`src/logic/axi_mon_pkg.sv`:
```
/*
 * Shared definitions of the AXI4 monitor: field widths, channel payloads,
 * the violation flag set and the protocol limits
 */
package axi_mon_pkg;

    // The 64-bit data bus has eight byte lanes
    localparam int unsigned BusBytes = 8;
    // Largest legal AxSIZE on this bus, log2 of BusBytes
    localparam int unsigned MaxSize = 3;
    // A burst must stay inside one page of this many bytes
    localparam int unsigned PageBytes = 4096;
    localparam int unsigned AwQueueDepth = 8;
    // Read bursts the monitor tracks before the count saturates
    localparam int unsigned MaxOutstanding = 15;

    typedef logic [31:0] addr_t;
    typedef logic [3:0] id_t;
    // Number of beats minus one
    typedef logic [7:0] len_t;
    // Bytes per beat as a power of two
    typedef logic [2:0] size_t;
    typedef logic [1:0] burst_t;
    typedef logic [BusBytes-1:0] strb_t;
    // Index of one byte lane on the data bus
    typedef logic [$clog2(BusBytes)-1:0] lane_t;

    // Burst encodings as AXI4 defines them
    localparam burst_t BurstIncr = 2'd1;
    localparam burst_t BurstReserved = 2'd3;

    // Request fields shared by AW and AR
    typedef struct packed {
        addr_t  addr;
        id_t    id;
        len_t   len;
        size_t  size;
        burst_t burst;
    } axi_ax_t;

    // The data payload is not checked, so a W beat keeps only these
    typedef struct packed {
        strb_t strb;
        logic  last;
    } axi_w_t;

    // Used for both R and B, where a B beat always has last set
    typedef struct packed {
        id_t  id;
        logic last;
    } axi_resp_t;

    // One flag per protocol rule
    typedef struct packed {
        logic wlast_early;
        logic wlast_missing;
        logic strb_bad;
        logic w_without_aw;
        logic dup_id;
        logic cross_4k;
        logic size_too_big;
        logic burst_reserved;
        logic aw_overflow;
        logic r_without_ar;
        logic b_without_w;
        logic outstanding_overflow;
    } violation_t;

endpackage

```
`src/logic/aw_queue.sv`:
```
/*
 * Write-address queue: holds accepted AW requests until their last W beat,
 * with the incoming request bypassed to the head when the queue is empty
 */
`timescale 1ns/1ps

module aw_queue import axi_mon_pkg::*; (
    input  logic    clk_i,
    input  logic    rst_ni,
    input  logic    aw_hsk_i,
    input  axi_ax_t aw_i,
    input  logic    w_last_hsk_i,
    output axi_ax_t head_o,
    output logic    head_valid_o,
    output logic    aw_overflow_o
);

    axi_ax_t mem_q [AwQueueDepth];
    logic [$clog2(AwQueueDepth)-1:0] wr_ptr_q;
    logic [$clog2(AwQueueDepth)-1:0] rd_ptr_q;
    logic [$clog2(AwQueueDepth+1)-1:0] count_q;
    logic empty;
    logic full;
    logic bypass;
    logic push;
    logic pop;

    // Pointers wrap explicitly so the depth need not be a power of two
    function automatic logic [$clog2(AwQueueDepth)-1:0] ptr_inc(
        input logic [$clog2(AwQueueDepth)-1:0] ptr
    );
        return (ptr == AwQueueDepth - 1) ? '0 : ptr + 1'b1;
    endfunction

    assign empty = (count_q == '0);
    assign full  = (count_q == AwQueueDepth);

    // An empty queue shows the request on the bus as its head
    assign head_o       = empty ? aw_i : mem_q[rd_ptr_q];
    assign head_valid_o = !empty || aw_hsk_i;

    // A single-beat burst that arrives with its address never enters the queue
    assign bypass = empty && aw_hsk_i && w_last_hsk_i;
    assign pop    = w_last_hsk_i && !empty;
    // A full queue still accepts when its head leaves in the same cycle
    assign push   = aw_hsk_i && !bypass && (!full || pop);

    always_ff @(posedge clk_i or negedge rst_ni) begin
        if (!rst_ni) begin
            wr_ptr_q      <= '0;
            rd_ptr_q      <= '0;
            count_q       <= '0;
            aw_overflow_o <= 1'b0;
        end else begin
            if (push) begin
                wr_ptr_q <= ptr_inc(wr_ptr_q);
            end
            if (pop) begin
                rd_ptr_q <= ptr_inc(rd_ptr_q);
            end
            case ({push, pop})
                2'b10:   count_q <= count_q + 1'b1;
                2'b01:   count_q <= count_q - 1'b1;
                default: count_q <= count_q;
            endcase
            // The dropped request is lost, later bursts then match the wrong head
            aw_overflow_o <= aw_hsk_i && full && !pop;
        end
    end

    always_ff @(posedge clk_i) begin
        if (push) begin
            mem_q[wr_ptr_q] <= aw_i;
        end
    end

endmodule

```
`src/logic/w_beat_checker.sv`:
```
/*
 * Write-data checker: counts the beats of the burst at the queue head,
 * checks WLAST against its length and the strobe lanes of INCR bursts
 */
`timescale 1ns/1ps

module w_beat_checker import axi_mon_pkg::*; (
    input  logic    clk_i,
    input  logic    rst_ni,
    input  logic    w_valid_i,
    input  logic    w_ready_i,
    input  axi_w_t  w_i,
    input  axi_ax_t head_i,
    input  logic    head_valid_i,
    output logic    w_last_hsk_o,
    output logic    wlast_early_o,
    output logic    wlast_missing_o,
    output logic    strb_bad_o,
    output logic    w_without_aw_o
);

    logic  w_hsk;
    logic  first_beat;
    logic  strb_check;
    len_t  beat_cnt_q;
    lane_t lane_ptr_q;
    lane_t size_mask;
    lane_t addr_lane;
    lane_t lane_lo;
    lane_t lane_hi;
    strb_t exp_strb;

    assign w_hsk        = w_valid_i && w_ready_i;
    assign w_last_hsk_o = w_hsk && w_i.last;
    assign first_beat   = (beat_cnt_q == '0);

    // Lanes inside one container of 2**size bytes, e.g. 3'b011 for size 2
    assign size_mask = lane_t'((8'd1 << head_i.size) - 8'd1);
    assign addr_lane = head_i.addr[$bits(lane_t)-1:0];

    // Only INCR bursts of a legal size have their strobes checked
    assign strb_check = (head_i.burst == BurstIncr) && (head_i.size <= MaxSize);

    always_comb begin
        if (first_beat) begin
            // An unaligned start uses the lanes from its address to the container end
            lane_lo = addr_lane;
            lane_hi = addr_lane | size_mask;
        end else begin
            // Later beats fill their whole container
            lane_lo = lane_ptr_q;
            lane_hi = lane_ptr_q | size_mask;
        end
        for (int i = 0; i < BusBytes; i++) begin
            exp_strb[i] = (i >= lane_lo) && (i <= lane_hi);
        end
    end

    always_ff @(posedge clk_i or negedge rst_ni) begin
        if (!rst_ni) begin
            beat_cnt_q      <= '0;
            lane_ptr_q      <= '0;
            wlast_early_o   <= 1'b0;
            wlast_missing_o <= 1'b0;
            strb_bad_o      <= 1'b0;
            w_without_aw_o  <= 1'b0;
        end else begin
            if (w_hsk) begin
                beat_cnt_q <= w_i.last ? '0 : beat_cnt_q + 1'b1;
                // Next container, wrapping around the bus width
                lane_ptr_q <= lane_hi + 1'b1;
            end

            wlast_early_o   <= w_hsk && head_valid_i && w_i.last
                               && (beat_cnt_q < head_i.len);
            wlast_missing_o <= w_hsk && head_valid_i && !w_i.last
                               && (beat_cnt_q == head_i.len);
            // Any extra or missing lane counts
            strb_bad_o      <= w_hsk && head_valid_i && strb_check
                               && (w_i.strb != exp_strb);

            // Valid alone is enough here, the slave may hold ready low
            w_without_aw_o  <= w_valid_i && !head_valid_i;
        end
    end

endmodule

```
`src/logic/aw_rule_checker.sv`:
```
/*
 * Write-address rule checker: page crossing, size, burst type
 * and reuse of an AWID whose burst is still open
 */
`timescale 1ns/1ps

module aw_rule_checker import axi_mon_pkg::*; (
    input  logic       clk_i,
    input  logic       rst_ni,
    input  logic       aw_hsk_i,
    input  axi_ax_t    aw_i,
    input  logic       w_last_hsk_i,
    input  axi_ax_t    head_i,
    output violation_t viol_aw_o
);

    logic [2**$bits(id_t)-1:0] id_open_q;
    logic [31:0] page_off;
    logic [31:0] burst_bytes;
    violation_t viol_d;
    violation_t viol_q;

    // Burst footprint in bytes, wide enough for size 7 and 256 beats
    assign page_off    = aw_i.addr & 32'(PageBytes - 1);
    assign burst_bytes = (32'd1 << aw_i.size) * (32'(aw_i.len) + 32'd1);

    always_comb begin
        viol_d = '0;
        if (aw_hsk_i) begin
            viol_d.dup_id         = id_open_q[aw_i.id];
            viol_d.cross_4k       = (page_off + burst_bytes) > PageBytes;
            viol_d.size_too_big   = aw_i.size > MaxSize;
            viol_d.burst_reserved = aw_i.burst == BurstReserved;
        end
    end

    always_ff @(posedge clk_i or negedge rst_ni) begin
        if (!rst_ni) begin
            id_open_q <= '0;
            viol_q    <= '0;
        end else begin
            if (aw_hsk_i) begin
                id_open_q[aw_i.id] <= 1'b1;
            end
            // The clear comes last so a single-beat burst taken with its address
            // leaves its ID closed
            if (w_last_hsk_i) begin
                id_open_q[head_i.id] <= 1'b0;
            end
            viol_q <= viol_d;
        end
    end

    assign viol_aw_o = viol_q;

endmodule

```
`src/logic/resp_order_checker.sv`:
```
/*
 * Response order checker: flags R before its AR and B before
 * a finished write burst, and read requests beyond the tracked limit
 */
`timescale 1ns/1ps

module resp_order_checker import axi_mon_pkg::*; (
    input  logic      clk_i,
    input  logic      rst_ni,
    input  logic      ar_hsk_i,
    input  logic      r_valid_i,
    input  logic      r_hsk_i,
    input  axi_resp_t r_i,
    input  logic      b_valid_i,
    input  logic      b_hsk_i,
    input  logic      w_last_hsk_i,
    output logic      r_without_ar_o,
    output logic      b_without_w_o,
    output logic      outstanding_overflow_o
);

    typedef logic [$clog2(MaxOutstanding+1)-1:0] cnt_t;

    cnt_t rd_cnt_q;
    cnt_t wr_cnt_q;

    // Saturates at both ends, an increment and a decrement together cancel
    function automatic cnt_t sat_step(input cnt_t cnt, input logic inc, input logic dec);
        cnt_t next;
        next = cnt;
        if (inc && !dec && (cnt != MaxOutstanding)) begin
            next = cnt + 1'b1;
        end
        if (dec && !inc && (cnt != '0)) begin
            next = cnt - 1'b1;
        end
        return next;
    endfunction

    always_ff @(posedge clk_i or negedge rst_ni) begin
        if (!rst_ni) begin
            rd_cnt_q               <= '0;
            wr_cnt_q               <= '0;
            r_without_ar_o         <= 1'b0;
            b_without_w_o          <= 1'b0;
            outstanding_overflow_o <= 1'b0;
        end else begin
            // A read burst is done on its last R beat
            rd_cnt_q <= sat_step(rd_cnt_q, ar_hsk_i, r_hsk_i && r_i.last);
            wr_cnt_q <= sat_step(wr_cnt_q, w_last_hsk_i, b_hsk_i);

            r_without_ar_o         <= r_valid_i && (rd_cnt_q == '0);
            b_without_w_o          <= b_valid_i && (wr_cnt_q == '0);
            outstanding_overflow_o <= ar_hsk_i && (rd_cnt_q == MaxOutstanding);
        end
    end

endmodule

```
`src/logic/axi_mon_top.sv`:
```
/*
 * Passive AXI4 monitor: forms the channel handshakes, runs the rule checkers
 * and reports each violation as a pulse and as a sticky status
 */
`timescale 1ns/1ps

module axi_mon_top import axi_mon_pkg::*; (
    input  logic       clk_i,
    input  logic       rst_ni,
    input  logic       aw_valid_i,
    input  logic       aw_ready_i,
    input  axi_ax_t    aw_i,
    input  logic       w_valid_i,
    input  logic       w_ready_i,
    input  axi_w_t     w_i,
    input  logic       b_valid_i,
    input  logic       b_ready_i,
    input  axi_resp_t  b_i,
    input  logic       ar_valid_i,
    input  logic       ar_ready_i,
    input  axi_ax_t    ar_i,
    input  logic       r_valid_i,
    input  logic       r_ready_i,
    input  axi_resp_t  r_i,
    output violation_t viol_o,
    output violation_t viol_seen_o
);

    logic aw_hsk, ar_hsk, r_hsk, b_hsk, w_last_hsk, w_pop, head_valid;
    axi_ax_t head;
    violation_t viol_aw, viol_rest, viol_seen_q;
    logic wlast_early, wlast_missing, strb_bad, w_without_aw, aw_overflow;
    logic r_without_ar, b_without_w, outstanding_overflow;

    // A beat is an event only in a cycle where valid meets ready
    assign aw_hsk = aw_valid_i && aw_ready_i;
    assign ar_hsk = ar_valid_i && ar_ready_i;
    assign r_hsk  = r_valid_i && r_ready_i;
    // B beats always carry last, so this is the plain handshake
    assign b_hsk  = b_valid_i && b_ready_i && b_i.last;
    // Only a burst that had an address closes an ID
    assign w_pop  = w_last_hsk && head_valid;

    aw_queue u_aw_queue (
        .clk_i, .rst_ni, .aw_hsk_i(aw_hsk), .aw_i, .w_last_hsk_i(w_last_hsk),
        .head_o(head), .head_valid_o(head_valid), .aw_overflow_o(aw_overflow)
    );

    w_beat_checker u_w_beat_checker (
        .clk_i, .rst_ni, .w_valid_i, .w_ready_i, .w_i, .head_i(head),
        .head_valid_i(head_valid), .w_last_hsk_o(w_last_hsk), .wlast_early_o(wlast_early),
        .wlast_missing_o(wlast_missing), .strb_bad_o(strb_bad), .w_without_aw_o(w_without_aw)
    );

    aw_rule_checker u_aw_rule_checker (
        .clk_i, .rst_ni, .aw_hsk_i(aw_hsk), .aw_i, .w_last_hsk_i(w_pop),
        .head_i(head), .viol_aw_o(viol_aw)
    );

    // AR payload carries nothing the read ordering rule needs
    resp_order_checker u_resp_order_checker (
        .clk_i, .rst_ni, .ar_hsk_i(ar_hsk), .r_valid_i, .r_hsk_i(r_hsk), .r_i,
        .b_valid_i, .b_hsk_i(b_hsk), .w_last_hsk_i(w_last_hsk),
        .r_without_ar_o(r_without_ar), .b_without_w_o(b_without_w),
        .outstanding_overflow_o(outstanding_overflow)
    );

    // All parts are registered in their checkers, so this OR keeps the one-cycle timing
    always_comb begin
        viol_rest                      = '0;
        viol_rest.wlast_early          = wlast_early;
        viol_rest.wlast_missing        = wlast_missing;
        viol_rest.strb_bad             = strb_bad;
        viol_rest.w_without_aw         = w_without_aw;
        viol_rest.aw_overflow          = aw_overflow;
        viol_rest.r_without_ar         = r_without_ar;
        viol_rest.b_without_w          = b_without_w;
        viol_rest.outstanding_overflow = outstanding_overflow;
    end

    assign viol_o = violation_t'(viol_rest | viol_aw);

    // Sticky copy, cleared only by reset
    always_ff @(posedge clk_i or negedge rst_ni) begin
        if (!rst_ni) begin
            viol_seen_q <= '0;
        end else begin
            viol_seen_q <= viol_seen_q | viol_o;
        end
    end

    assign viol_seen_o = viol_seen_q;

endmodule

```
`config.mk`:
```
export PLATFORM = sky130hd
export DESIGN_NAME = axi_mon_top
export DESIGN_NICKNAME = d
export VERILOG_FILES = /design/src/logic/axi_mon_pkg.sv /design/src/logic/aw_queue.sv /design/src/logic/w_beat_checker.sv /design/src/logic/aw_rule_checker.sv /design/src/logic/resp_order_checker.sv /design/src/logic/axi_mon_top.sv
export SDC_FILE = /design/constraint.sdc
export NUM_CORES = 1
export LEC_CHECK = 0
export ABC_AREA = 1
export BUFFER_PORTS_ARGS = -buffer_cell sky130_fd_sc_hd__buf_2
export CORE_ASPECT_RATIO = 0.75
export CORE_MARGIN = 1
export CORE_UTILIZATION = 40
export DETAILED_ROUTE_END_ITERATION = 10
export PLACE_DENSITY_LB_ADDON = 0.05
export SYNTH_ARGS = -nofsm -noshare
export SYNTH_HDL_FRONTEND = slang
export SYNTH_HIERARCHICAL = 1
export SYNTH_SLANG_ARGS = --single-unit
```
`constraint.sdc`:
```
create_clock -name clk_i -period 10.1 [get_ports clk_i]
set_clock_uncertainty 0.2 [all_clocks]
set_input_delay 3.03 -clock clk_i [delete_from_list [all_inputs] [get_ports clk_i]]
set_output_delay 3.03 -clock clk_i [all_outputs]
set_load 0.01 [all_outputs]
```
# Word level (Yosys, flattened, before mapping)
# Memory sizes are Yosys's and may differ from the RTL's.
# Cells that the tools add are included.
dict set report word_totals {
  reg_bits 69
  mem_bits_rw 392
  in_bits 129
  output_inout_bits 24
  wordCells 177
  n_memories 1
}
# name depth width rd rd_ports_with_merged_regs wr line_no
set mem_list {}
lappend mem_list {u_aw_queue.mem_q 8 49 1 0 1 aw_queue.sv:18} ;# axi_ax_t mem_q [AwQueueDepth];
dict set report op_classes {
  add_sub_neg 13
  mul 1
  magnitude_cmp 22
  eq_ne 12
  shifts 2
  n_mux 22
  bitwise_logic 7
  reduce_logical 65
}
# op count
set op_table {}
lappend op_table {{logical AND 1 bit} 44}
lappend op_table {{adder 12 x 32 -> 32 bit} 1}
lappend op_table {{greater-than comparator 32 x 13 -> 1 bit (second input constant)} 1}
lappend op_table {{multiplier 32 x 32 -> 32 bit} 1}
lappend op_table {{2-to-1 mux 16 bit} 2}
lappend op_table {{<< shifter 1 x 3 -> 32 bit (first input constant)} 1}
lappend op_table {{2-to-1 mux 20 bit} 1}
lappend op_table {{2-to-1 mux 4 bit} 5}
lappend op_table {{AND 16 bit} 1}
lappend op_table {{NOT 16 bit} 1}
lappend op_table {{bitwise OR 16 bit} 1}
lappend op_table {{adder 4 x 1 -> 4 bit (second input constant)} 3}
lappend op_table {{<= comparator 3 bit (first input constant)} 4}
lappend op_table {{zero test 4 bit} 3}
lappend op_table {{2-to-1 mux 3 bit} 4}
lappend op_table {{bitwise OR 12 bit} 1}
lappend op_table {{bitwise OR 12 x 8 -> 12 bit} 1}
lappend op_table {{subtractor 4 x 1 -> 4 bit (second input constant)} 3}
lappend op_table {{zero test 1 bit} 10}
lappend op_table {{less-than comparator 4 x 5 -> 1 bit (second input constant)} 2}
lappend op_table {{adder 3 x 1 -> 3 bit (second input constant)} 3}
lappend op_table {{adder 8 x 1 -> 9 bit (second input constant)} 1}
lappend op_table {{>= comparator 3 bit (first input constant)} 3}
lappend op_table {{adder 8 x 1 -> 8 bit (second input constant)} 1}
lappend op_table {{27 further kinds} 46}

# Depth between registers and ports, before layout
# Gate-level depths: netlist of run 1.
dict set report depth {
  word_depth 10
  mapped_depth 29
  mapped_depth_nobuf 29
}

# Hierarchy
# Netlist of run 1, hierarchy kept.
# module instances cells_per_inst area_per_inst_um2 seq_area_each_um2
set modules_own_cells {}
lappend modules_own_cells {aw_queue 1 1301 16480.8 12046.6}
lappend modules_own_cells {aw_rule_checker 1 615 4362.9 500.5}
lappend modules_own_cells {w_beat_checker 1 210 1452.6 375.4}
lappend modules_own_cells {resp_order_checker 1 101 747.0 275.3}
lappend modules_own_cells {axi_mon_top 1 59 486.7 300.3}

# Least setup slack after synthesis of run 1
# Ideal clock, no wire load.
dict set report synth_timing {
  path_kind {input -> register}
  startpoint {input w_valid_i}
  endpoint {memory u_aw_queue/mem_q[6][0] (netlist bit), enable pin}
  setup_ns 0.517
  arrival_ns 7.512
  required_ns 9.383
  slack_ns 1.872
  cell_stages 7
  n_path_buf 1
  cell_sequence {nand2_1 nor2_1 nor2_1 nand3_1 o211ai_2 buf_2 nor3_1}
}
dict set report synth_via {
  elab_chain_len 8
  elab_cells_between_ends 10
  classes_between {mux (2); reduce/logical (8)}
}
# item line_no
set synth_rtl {}
lappend synth_rtl {{start: declaration} axi_mon_top.sv:13} ;# input logic w_valid_i,
lappend synth_rtl {{logical AND 1 bit *} w_beat_checker.sv:33} ;# assign w_hsk = w_valid_i && w_ready_i;
lappend synth_rtl {{logical AND 1 bit *} w_beat_checker.sv:34} ;# assign w_last_hsk_o = w_hsk && w_i.last;
lappend synth_rtl {{net w_last_hsk} axi_mon_top.sv:29} ;# logic aw_hsk, ar_hsk, r_hsk, b_hsk, w_last_hsk, w_pop, head_valid;
lappend synth_rtl {{logical AND 1 bit} aw_queue.sv:43} ;# assign bypass = empty && aw_hsk_i && w_last_hsk_i;
lappend synth_rtl {{zero test 1 bit} aw_queue.sv:46} ;# assign push = aw_hsk_i && !bypass && (!full || pop);
lappend synth_rtl {{logical AND 1 bit} aw_queue.sv:46}
lappend synth_rtl {{logical AND 1 bit *} aw_queue.sv:46}
lappend synth_rtl {{2-to-1 mux 1 bit *} aw_queue.sv:72} ;# if (push) begin
lappend synth_rtl {{2-to-1 mux 1 bit (implied by the code) *} aw_queue.sv:73} ;# mem_q[wr_ptr_q] <= aw_i;
lappend synth_rtl {{end: declaration} aw_queue.sv:18}
# The timed path passes the listed nets; every way through them passes the cells marked *.

==> results of run 1 <==
## worst max path at each step
stage	from	endpoint	slack [ps]
finish	aw_i[5]	u_aw_rule_checker/viol_aw_o[6]	1500
global route	aw_i[5]	u_aw_rule_checker/viol_aw_o[6]	1070
CTS	aw_i[5]	u_aw_rule_checker/viol_aw_o[6]	1560
detailed placement	aw_i[5]	u_aw_rule_checker/viol_aw_o[6]	1020
global placement	aw_i[5]	u_aw_rule_checker/viol_aw_o[6]	1030
floorplan	aw_i[6]	u_aw_rule_checker/viol_aw_o[6]	2030
## registers in the layout (all words and copies together) (netlist names), 3 cells and up
register	cells
u_aw_queue/mem_q	160
viol_seen_o	12
u_aw_rule_checker/viol_aw_o	4
u_resp_order_checker/rd_cnt_q	4
u_aw_queue/wr_ptr_q	3
u_resp_order_checker/wr_cnt_q	4
u_aw_queue/count_q	4
u_aw_rule_checker/id_open_q	16
u_aw_queue/rd_ptr_q	3
u_w_beat_checker/lane_ptr_q	3
u_w_beat_checker/beat_cnt_q	8
## cells in the final DEF, fill, tap and decap left out, types with 14 or more instances in the layout
cell type	instances
nand2_1	265
inv_1	253
nor2_1	198
edfxtp_1	160
o21ai_0	90
nand3_1	80
ha_1	78
buf_2	74
a21oi_1	68
dfrtp_1	68
fa_1	53
o211ai_1	41
clkbuf_16	25
buf_4	18
nor3_1	18
inv_2	16
nand2_2	15
o21ai_1	14
## critical path, delay by kind of cell
family / cells / cell delay, ps
AO/OA/AOI/OAI: 1 / 70
XOR/XNOR: 1 / 480
adder cells (fa/ha/maj): 6 / 2960
buffers and inverters: 5 / 600
AND/OR/NAND/NOR: 14 / 1640
## area by class of cell
cell class,count,area share (%)
clock inverters,5,0.348
well taps,457,3.62
flip-flops and latches,229,41.3
multi-input cells,1032,40.6
inverters,269,6.38
clock buffers,39,4.54
repair buffers,92,3.20
## stage by stage
step / instance area, um2 / utilization (%) / instances / hold slack (ps)
floorplan: 14400 / - / 1600 / 216
global placement: 15000 / 43.0 / 2079 / 226
detailed placement: 15000 / 43.0 / 2079 / 231
CTS: 15800 / 45.2 / 2123 / 231
global route: 15800 / 45.2 / 2123 / 259
finish: 15800 / 45.2 / 2123 / 228
## power by group through the flow
stage | Clock [mW] | Sequential [mW] | Combinational, mW
after floorplan | 0 | 1.21 | 1.19
after global placement | 0 | 1.24 | 1.50
after detailed placement | 0 | 1.24 | 1.51
after CTS | 0.895 | 1.22 | 1.52
after global routing | 0.935 | 1.24 | 1.73
final | 0.871 | 1.22 | 1.50
## layer usage
| metal | track usage (%) | share of wire, % | vias to the layer above |
|---|---|---|---|
| met4 | 2.98 | 1.1 | 0 |
| li1 | - | - | 5250 |
| met3 | 2.75 | 4.0 | 33 |
| met1 | 32.6 | 55 | 4993 |
| met5 | 0 | 0 | - |
| met2 | 28.2 | 40 | 196 |
==> metrics.csv, run 1 <==
stage,metric,value,unit
status,status,"finished, violations left",
status,violations,DRC,
setup_path,r2r_slack,5690,ps
floorplan,rows,59,
yosys,ys_warn_count,6,
run,maxCapViolations,0,
clocking,clock_latency,530,ps
place,gp_congestion,0.850,
sta,rsz0062_at_grt,no,
sta,setup_slack,1500,ps
global_route,grt_pass1_wl,56900,um
clocking,cts_resized,0,
pwr,p_comb_share,41.8,%
worst_hold_path,min_to,viol_seen_o[3],
yosys,synth_area,0.0143,mm2
setup_path,cp-end-kind,flip-flop,
place,dp_hpwl,24500,um
place,io_buffer_count,75,
clocking,cts.clk_slew.worst_paths,60,ps
global_route,grt_pass1_vias,10154,
global_route,grt_max_degree,70,
floorplan,fp.dieH,166,um
floorplan,pin_count,153,
setup_path,slowest_stage,fa_1,
drt,dr_total_vias,10472,
sta,tightestPinTransition,918,ps
setup_path,path_class,in2reg,
pwr,p_per_area,227,mW/mm2
drt,wl,35200,um
clocking,clock_path_buffers,3,
sta,period_minus_slack,8600,ps
clocking,cts.sinks,229,
layout,seq_area,0.00653,mm2
setup_path,regToRegEndpoint,u_w_beat_checker/strb_bad_o,
drt,drc,3,
sta,fin_crit_sh,85.2,%
pwr,p_clk_share,24.2,%
setup_path,cp_max_fo,14,
sta,slew_viol_final,0,
layout,multiInputGateArea,0.00642,mm2
layout,drive_above_1_share,11.8,%
global_route,antenna_found_initial,0,
drt,wl_per_cell,16.6,um
pwr,pwr-share-seq,34.0,%
layout,antenna-diode-count,0,
pwr,ir_drop,0.102,mV
sta,finalSetupViolCount,0,
pwr,p_leak,7.30,nW
floorplan,core-area,0.0350,mm2
yosys,syn-mean-instance-area,9.00,um2
drt,drt_iter0_drc,620,
sta,slew_headroom,38.8,%
sta,max_freq,116,MHz
pwr,finalPower,3.60,mW
global_route,grt.total_usage,20.0,%
floorplan,die-area,0.0366,mm2
place,place_ws,1020,ps
clocking,cts-root-buf,clkbuf_16,
worst_hold_path,hold_class,reg2reg,
drt,firstDrtPassIters,10,
clocking,cts-htree-levels,1,
global_route,grt_remaining_overflow,0,
setup_path,slowest_delay,550,ps
drt,vias_per_cell,4.93,
clocking,cts_tree,done,
pwr,switching_share,40.6,%
setup_path,crit_top_cell,nand2_1,
clocking,hold_buffers,0,
layout,fillers,3442,
sta,tns,0,ps
worst_hold_path,hold_path_depth,2,
worst_hold_path,holdCritStartpoint,u_aw_queue/aw_overflow_o,
pwr,internal-power,2.14,mW
clocking,cts_inserted_buffers,24,
layout,syn_to_final_growth,10.3,%
setup_path,cp.arrival,8800,ps
setup_path,cp-start-kind,primary input,
clocking,cts_setup_buffers,0,
setup_path,r2r_cells,21,
pwr,switchingPower,1.46,mW
setup_path,r2r_start,u_aw_queue/rd_ptr_q[0],
drt,antenna_left,0,
yosys,syn_inst,1593,
floorplan,initial_core_util,41.0,%
setup_path,worst-endpoint-required,10290,ps
floorplan,die_w,221,um
sta,finalHoldViolCount,0,
layout,nets,1908,
(Power assumes the default switching activity.)
==> inputs of run 2 (changes only) <==
--- a/config.mk
+++ b/config.mk
@@ -12,6 +12,7 @@
 export CORE_UTILIZATION = 40
 export DETAILED_ROUTE_END_ITERATION = 10
 export PLACE_DENSITY_LB_ADDON = 0.05
+export REMOVE_ABC_BUFFERS = 1
 export SYNTH_ARGS = -nofsm -noshare
 export SYNTH_HDL_FRONTEND = slang
 export SYNTH_HIERARCHICAL = 1
==> constraint.sdc (replaced) <==
create_clock -name clk_i -period 10.1 [get_ports clk_i]
set_clock_uncertainty 0.2 [all_clocks]
set_input_delay 0.505 -clock clk_i [delete_from_list [all_inputs] [get_ports clk_i]]
set_output_delay 0.505 -clock clk_i [all_outputs]
set_load 0.005 [all_outputs]
==> metrics.csv, run 2 (same netlist as run 1, synthesis figures left out) <==
stage,metric,value,unit,change
clocking,cts_resized,0,,unchanged
drt,wl,35800,um,+1.9%
clocking,cts.sinks,229,,unchanged
setup_path,worst-endpoint-required,10300,ps,about the same
place,place_ws,3360,ps,+2340 ps
sta,period_minus_slack,6240,ps,-2360 ps
layout,fillers,3483,,+1.2%
drt,drt_iter0_drc,828,,+34%
worst_hold_path,hold_path_depth,3,,+1
sta,slew_viol_final,0,,unchanged
clocking,cts_tree,done,,
layout,regMostFlops,u_aw_queue/mem_q,,
layout,syn_to_final_growth,10.2,%,
floorplan,die-area,0.0366,mm2,unchanged
worst_hold_path,hold_class,in2reg,,
status,status,"finished, violations left",,
floorplan,die_w,221,um,unchanged
floorplan,pin_count,153,,unchanged
worst_hold_path,holdCritStartpoint,b_valid_i,,
setup_path,r2r_slack,5610,ps,-80 ps
clocking,cts-htree-levels,1,,unchanged
sta,rsz0062_at_grt,no,,
global_route,antenna_found_initial,2,,+2
global_route,grt_pass1_vias,10077,,-0.76%
floorplan,core-area,0.0350,mm2,unchanged
drt,wl_per_cell,16.9,um,+2.0%
sta,finalSetupViolCount,0,,unchanged
place,io_buffer_count,75,,unchanged
global_route,grt_pass1_wl,57200,um,+0.44%
setup_path,cp_max_fo,14,,unchanged
drt,dr_total_vias,10477,,+0.048%
layout,fin_util,45.1,%,-0.075 points
drt,firstDrtPassIters,8,,-2
place,dp_hpwl,24300,um,-0.72%
layout,layout_commonest_cell,nand2_1,,
clocking,cts-root-buf,clkbuf_16,,
floorplan,initial_core_util,41.0,%,unchanged
floorplan,fp.dieH,166,um,unchanged
setup_path,regToRegEndpoint,u_w_beat_checker/strb_bad_o,,
clocking,hold_buffers,3,,+3
setup_path,r2r_start,u_aw_queue/rd_ptr_q[0],,
sta,fin_crit_sh,61.8,%,-23 points
sta,finalHoldViolCount,0,,unchanged
sta,max_freq,160,MHz,+38%
layout,design_area,0.0158,mm2,-0.17%
sta,slew_headroom,30.7,%,-8.1 points
clocking,clock_latency,520,ps,about the same
pwr,ir_drop,0.105,mV,+2.7%
run,maxCapViolations,0,,unchanged
place,gp_congestion,0.859,,+1.0%
clocking,clock_path_buffers,3,,unchanged
sta,tightestPinTransition,1040,ps,+118 ps
pwr,p_per_area,227,mW/mm2,about the same
clocking,cts.clk_slew.worst_paths,60,ps,about the same
setup_path,r2r_cells,21,,unchanged
setup_path,cp-start-kind,primary input,,
floorplan,rows,59,,unchanged
layout,largest_register_ff_count,160,,unchanged
global_route,grt_remaining_overflow,0,,unchanged
global_route,grt_max_degree,71,,+1.4%
place,dpl.cell_count,2076,,-0.14%
layout,final_cell_mix,"nand2_1, inv_1, nor2_1",,
place,placed_cell_area,0.0150,mm2,-0.15%
setup_path,cp.arrival,6440,ps,-2360 ps
status,violations,DRC,,
drt,drc,6,,+3
clocking,cts_setup_buffers,0,,unchanged
layout,post_layout_nonfiller_instances,2121,,-0.094%
clocking,cts_inserted_buffers,23,,-4.2%
layout,drive_above_1_share,11.5,%,-0.34 points
sta,tns,0,ps,unchanged
global_route,grt.total_usage,20.2,%,+0.19 points
drt,antenna_left,0,,unchanged
drt,vias_per_cell,4.94,,+0.14%
layout,nets,1907,,-0.052%
setup_path,cp-end-kind,flip-flop,,
pwr,p_leak,7.29,nW,-0.14%
worst_hold_path,min_to,u_resp_order_checker/b_without_w_o,,
sta,setup_slack,3860,ps,+2360 ps
setup_path,path_class,in2reg,,
-- run 2: changes by cell type in the layout (fill, tap and decap cells not counted), sizes merged --
| cell | change |
|---|---|
| buf | -3 |
| clkinv | +7 |
| diode | +1 |
| bufinv | +2 |
| dlygate4sd3 | +3 |
| clkinvlp | -2 |
| clkbuf | -10 |
-- run 2: worst max path at each step --
stage	startpoint	to	slack, ps	depth (start not counted)
after floorplan	aw_i[6]	u_aw_rule_checker/viol_aw_o[6]	4550	25
after detailed placement	aw_i[5]	u_aw_rule_checker/viol_aw_o[6]	3360	27
final	aw_i[5]	u_aw_rule_checker/viol_aw_o[6]	3860	27
after global routing	aw_i[5]	u_aw_rule_checker/viol_aw_o[6]	3320	27
after CTS	aw_i[5]	u_aw_rule_checker/viol_aw_o[6]	3880	27
after global placement	aw_i[5]	u_aw_rule_checker/viol_aw_o[6]	3390	27
-- run 2: per-layer routing --
metal,up-vias,track usage [%],wire (um)
met3,36,2.89,1840
li1,5254,-,-
met2,217,28.4,14300
met4,2,2.77,397
met5,-,0,13
met1,4968,33.0,19200
-- run 2: area by class of cell --
type                            count  area (um2)  area share (%)
Clock inverter                     12         129           0.816
Sequential cell                   229        6530            41.4
Inverter                          269        1010            6.39
Timing Repair Buffer               92         513            3.25
Clock buffer                       29         608            3.85
Tap cell                          457         572            3.62
Multi-Input combinational cell   1032        6420            40.7
Antenna cell                        1        2.50          0.0158
-- run 2: critical path, stage by stage --
cell      delay, ps
buf_2           300
nand3_1         160
nand3b_1        220
nand3b_1        200
xor2_1          540
inv_1           160
nand2_1         150
fa_1            480
fa_1            550
inv_1            50
fa_1            520
fa_1            550
inv_1            90
fa_1            510
inv_1            50
ha_1            370
nand2_1         130
nor2_1          150
nand3_1         100
nand2_1         110
nand2_1          80
nand2_1          70
nand2_1          50
nand2_1          50
nand3_1          60
nor2_1          130
a21oi_1          90
-- run 2: power breakdown --
| part | internal [mW] | switching (mW) | leakage [nW] | total (mW) |
|---|---|---|---|---|
| clock | 0.501 | 0.359 | 0.362 | 0.860 |
| combinational | 0.491 | 1.03 | 4.66 | 1.52 |
| sequential | 1.13 | 0.0770 | 2.27 | 1.21 |
-- run 2: stage by stage --
step / hold slack (ps) / total power, mW
6_report: 24.4 / 3.59
5_1_grt: 32.5 / 3.88
4_1_cts: 3.41 / 3.62
3_5_place_dp: 231 / 2.75
3_3_place_gp: 226 / 2.74
2_1_floorplan: 9.41 / 2.28
==> inputs of run 3 (changes only) <==
==> constraint.sdc (replaced) <==
create_clock -name clk_i -period 6.15 [get_ports clk_i]
set_clock_uncertainty 0.2 [all_clocks]
set_input_delay 0.3075 -clock clk_i [delete_from_list [all_inputs] [get_ports clk_i]]
set_output_delay 0.3075 -clock clk_i [all_outputs]
set_load 0.005 [all_outputs]
==> metrics.csv, run 3 (same netlist as run 1, synthesis figures left out) <==
stage,metric,value,unit,change
status,status,"finished, violations left",,
status,violations,DRC,,
sta,tns,0,ps,unchanged
pwr,ir_drop,0.183,mV,+75%
layout,nets,1955,,+2.5%
setup_path,crit_buf_inv,5,,unchanged
setup_path,cp-end-kind,flip-flop,,
drt,firstDrtPassIters,8,,unchanged
worst_hold_path,hold_class,in2reg,,
clocking,cts.clk_slew.worst_paths,60,ps,about the same
layout,drive_above_1_share,14.2,%,+2.7 points
pwr,internal-power,3.50,mW,+65%
layout,final_cell_mix,"nand2_1, inv_1, nor2_1",,
pwr,p_clk_share,23.6,%,-0.4 points
setup_path,cp-start-kind,primary input,,
clocking,cts-htree-levels,1,,unchanged
drt,dr_total_vias,10633,,+1.5%
setup_path,slowest_stage,fa_1,,
sta,max_freq,170,MHz,
place,io_buffer_count,75,,unchanged
layout,largest_register_ff_count,160,,unchanged
drt,vias_per_cell,4.90,,-0.80%
sta,finalHoldViolCount,0,,unchanged
drt,antenna_left,0,,unchanged
layout,multiInputGateArea,0.00652,mm2,+1.5%
clocking,cts-root-buf,clkbuf_16,,
layout,seq_area,0.00653,mm2,unchanged
sta,slew_viol_final,0,,unchanged
layout,regMostFlops,u_aw_queue/mem_q,,
clocking,clock_latency,540,ps,+20 ps
setup_path,cp_max_fo,5,,-9
layout,syn_to_final_growth,13.8,%,
setup_path,cp.depth,26,,-3.7%
place,gp_congestion,0.866,,+0.90%
layout,fillers,3391,,-2.6%
setup_path,crit_family,adder cells,,
pwr,p_leak,7.54,nW,+3.3%
drt,drt_iter0_drc,691,,-17%
sta,whs,39.8,ps,+15.4 ps
setup_path,r2r_cells,19,,-9.5%
global_route,antenna_found_initial,1,,-1
place,dp_hpwl,24700,um,+1.8%
global_route,grt_max_degree,103,,+45%
floorplan,core-area,0.0350,mm2,unchanged
pwr,pwr-share-seq,33.6,%,about the same
global_route,grt_remaining_overflow,0,,unchanged
clocking,clock_path_buffers,3,,unchanged
floorplan,die_w,221,um,unchanged
drt,wl_per_cell,16.6,um,-1.6%
setup_path,worst-endpoint-required,6370,ps,-3930 ps
layout,antenna-diode-count,0,,-1
floorplan,pin_count,153,,unchanged
drt,drc,3,,-3
sta,tightestPinTransition,956,ps,-79.7 ps
clocking,cts_tree,done,,
pwr,switching_share,40.9,%,+0.16 points
global_route,grt_pass1_wl,58200,um,+1.8%
floorplan,initial_core_util,41.0,%,unchanged
sta,setup_slack,284,ps,-3570 ps
sta,finalSetupViolCount,0,,unchanged
pwr,p_per_area,363,mW/mm2,+60%
clocking,cts.sinks,229,,unchanged
run,maxCapViolations,0,,unchanged
pwr,finalPower,5.93,mW,+65%
layout,layout_commonest_cell,nand2_1,,
drt,wl,36000,um,+0.66%
floorplan,fp.dieH,166,um,unchanged
pwr,p_comb_share,42.8,%,+0.5 points
floorplan,die-area,0.0366,mm2,unchanged
sta,slew_headroom,36.0,%,+5.3 points
sta,fin_crit_sh,95.4,%,
clocking,cts_inserted_buffers,24,,+4.3%
setup_path,slowest_delay,550,ps,about the same
sta,period_minus_slack,5870,ps,
pwr,switchingPower,2.43,mW,+66%
setup_path,path_class,in2reg,,
place,place_ws,209,ps,-3150 ps
floorplan,rows,59,,unchanged
place,dpl.cell_count,2101,,+1.2%
setup_path,cp.arrival,6080,ps,-360 ps
layout,post_layout_nonfiller_instances,2170,,+2.3%
worst_hold_path,hold_path_depth,2,,-1
global_route,grt_pass1_vias,10401,,+3.2%
global_route,grt.total_usage,20.4,%,+0.23 points
[run 3: changes by cell type in the layout (fill, tap and decap cells not counted), moves of 3 or more]
cell           previous run  this run
nor3_4                    0         3
nor2_2                    6        13
clkbuf_1                  5         2
ha_1                     78        75
nor2_1                  198       191
clkbuf_4                  0         5
clkinv_2                  4         7
dlygate4sd3_1             3        24
buf_4                    15        40
[run 3: final timing paths]
path / startpoint / to / slack [ps]
max in group asynchronous: rst_ni / u_aw_queue/rd_ptr_q[0] / 4860
worst min-delay path: aw_i[9] / u_aw_queue/mem_q[5][9] / 40
worst max register to register: u_aw_queue/count_q[0] / u_w_beat_checker/strb_bad_o / 1870
worst max-delay path: aw_i[7] / u_aw_rule_checker/viol_aw_o[6] / 280
worst min register to register: u_resp_order_checker/r_without_ar_o / viol_seen_o[2] / 240
min in group asynchronous: rst_ni / viol_seen_o[9] / 230
[run 3: metal layers]
layer / track usage (%) / part of all wire, %
met1: 33.3 / 55
met2: 28.9 / 40
met3: 2.56 / 4.2
met4: 2.98 / 1.1
met5: 0 / 0.036
[run 3: final cells by class]
class / instances / share of cell area [%]
Sequential cell: 229 / 40.0
Clock buffer: 31 / 4.00
Tap cell: 457 / 3.50
Timing Repair Buffer: 139 / 5.72
Inverter: 269 / 6.19
Multi-Input combinational cell: 1032 / 39.9
Clock inverter: 13 / 0.613
[run 3: power groups by stage]
stage                     clock network (mW)  registers (mW)  logic (mW)
after floorplan                            0            2.08        1.67
after global routing                    1.51            2.02        2.91
after CTS                               1.44            1.99        2.55
final                                   1.40            1.99        2.54
after detailed placement                   0            2.02        2.52
after global placement                     0            2.02        2.49
[run 3: stage by stage]
step                util [%]  area [um2]
finish                  46.6       16300
global placement        43.5       15200
floorplan                  -       13900
global route            46.6       16300
detailed placement      43.5       15200
CTS                     46.3       16200
[run 3: what timing repair did]
action | in CTS | in global routing
endpoints found under the hold margin | 206 | 0
buffers inserted | 0 | 1
hold buffers | 24 | 0
endpoints found under the setup margin | 0 | 1
resized for setup | 0 | 23
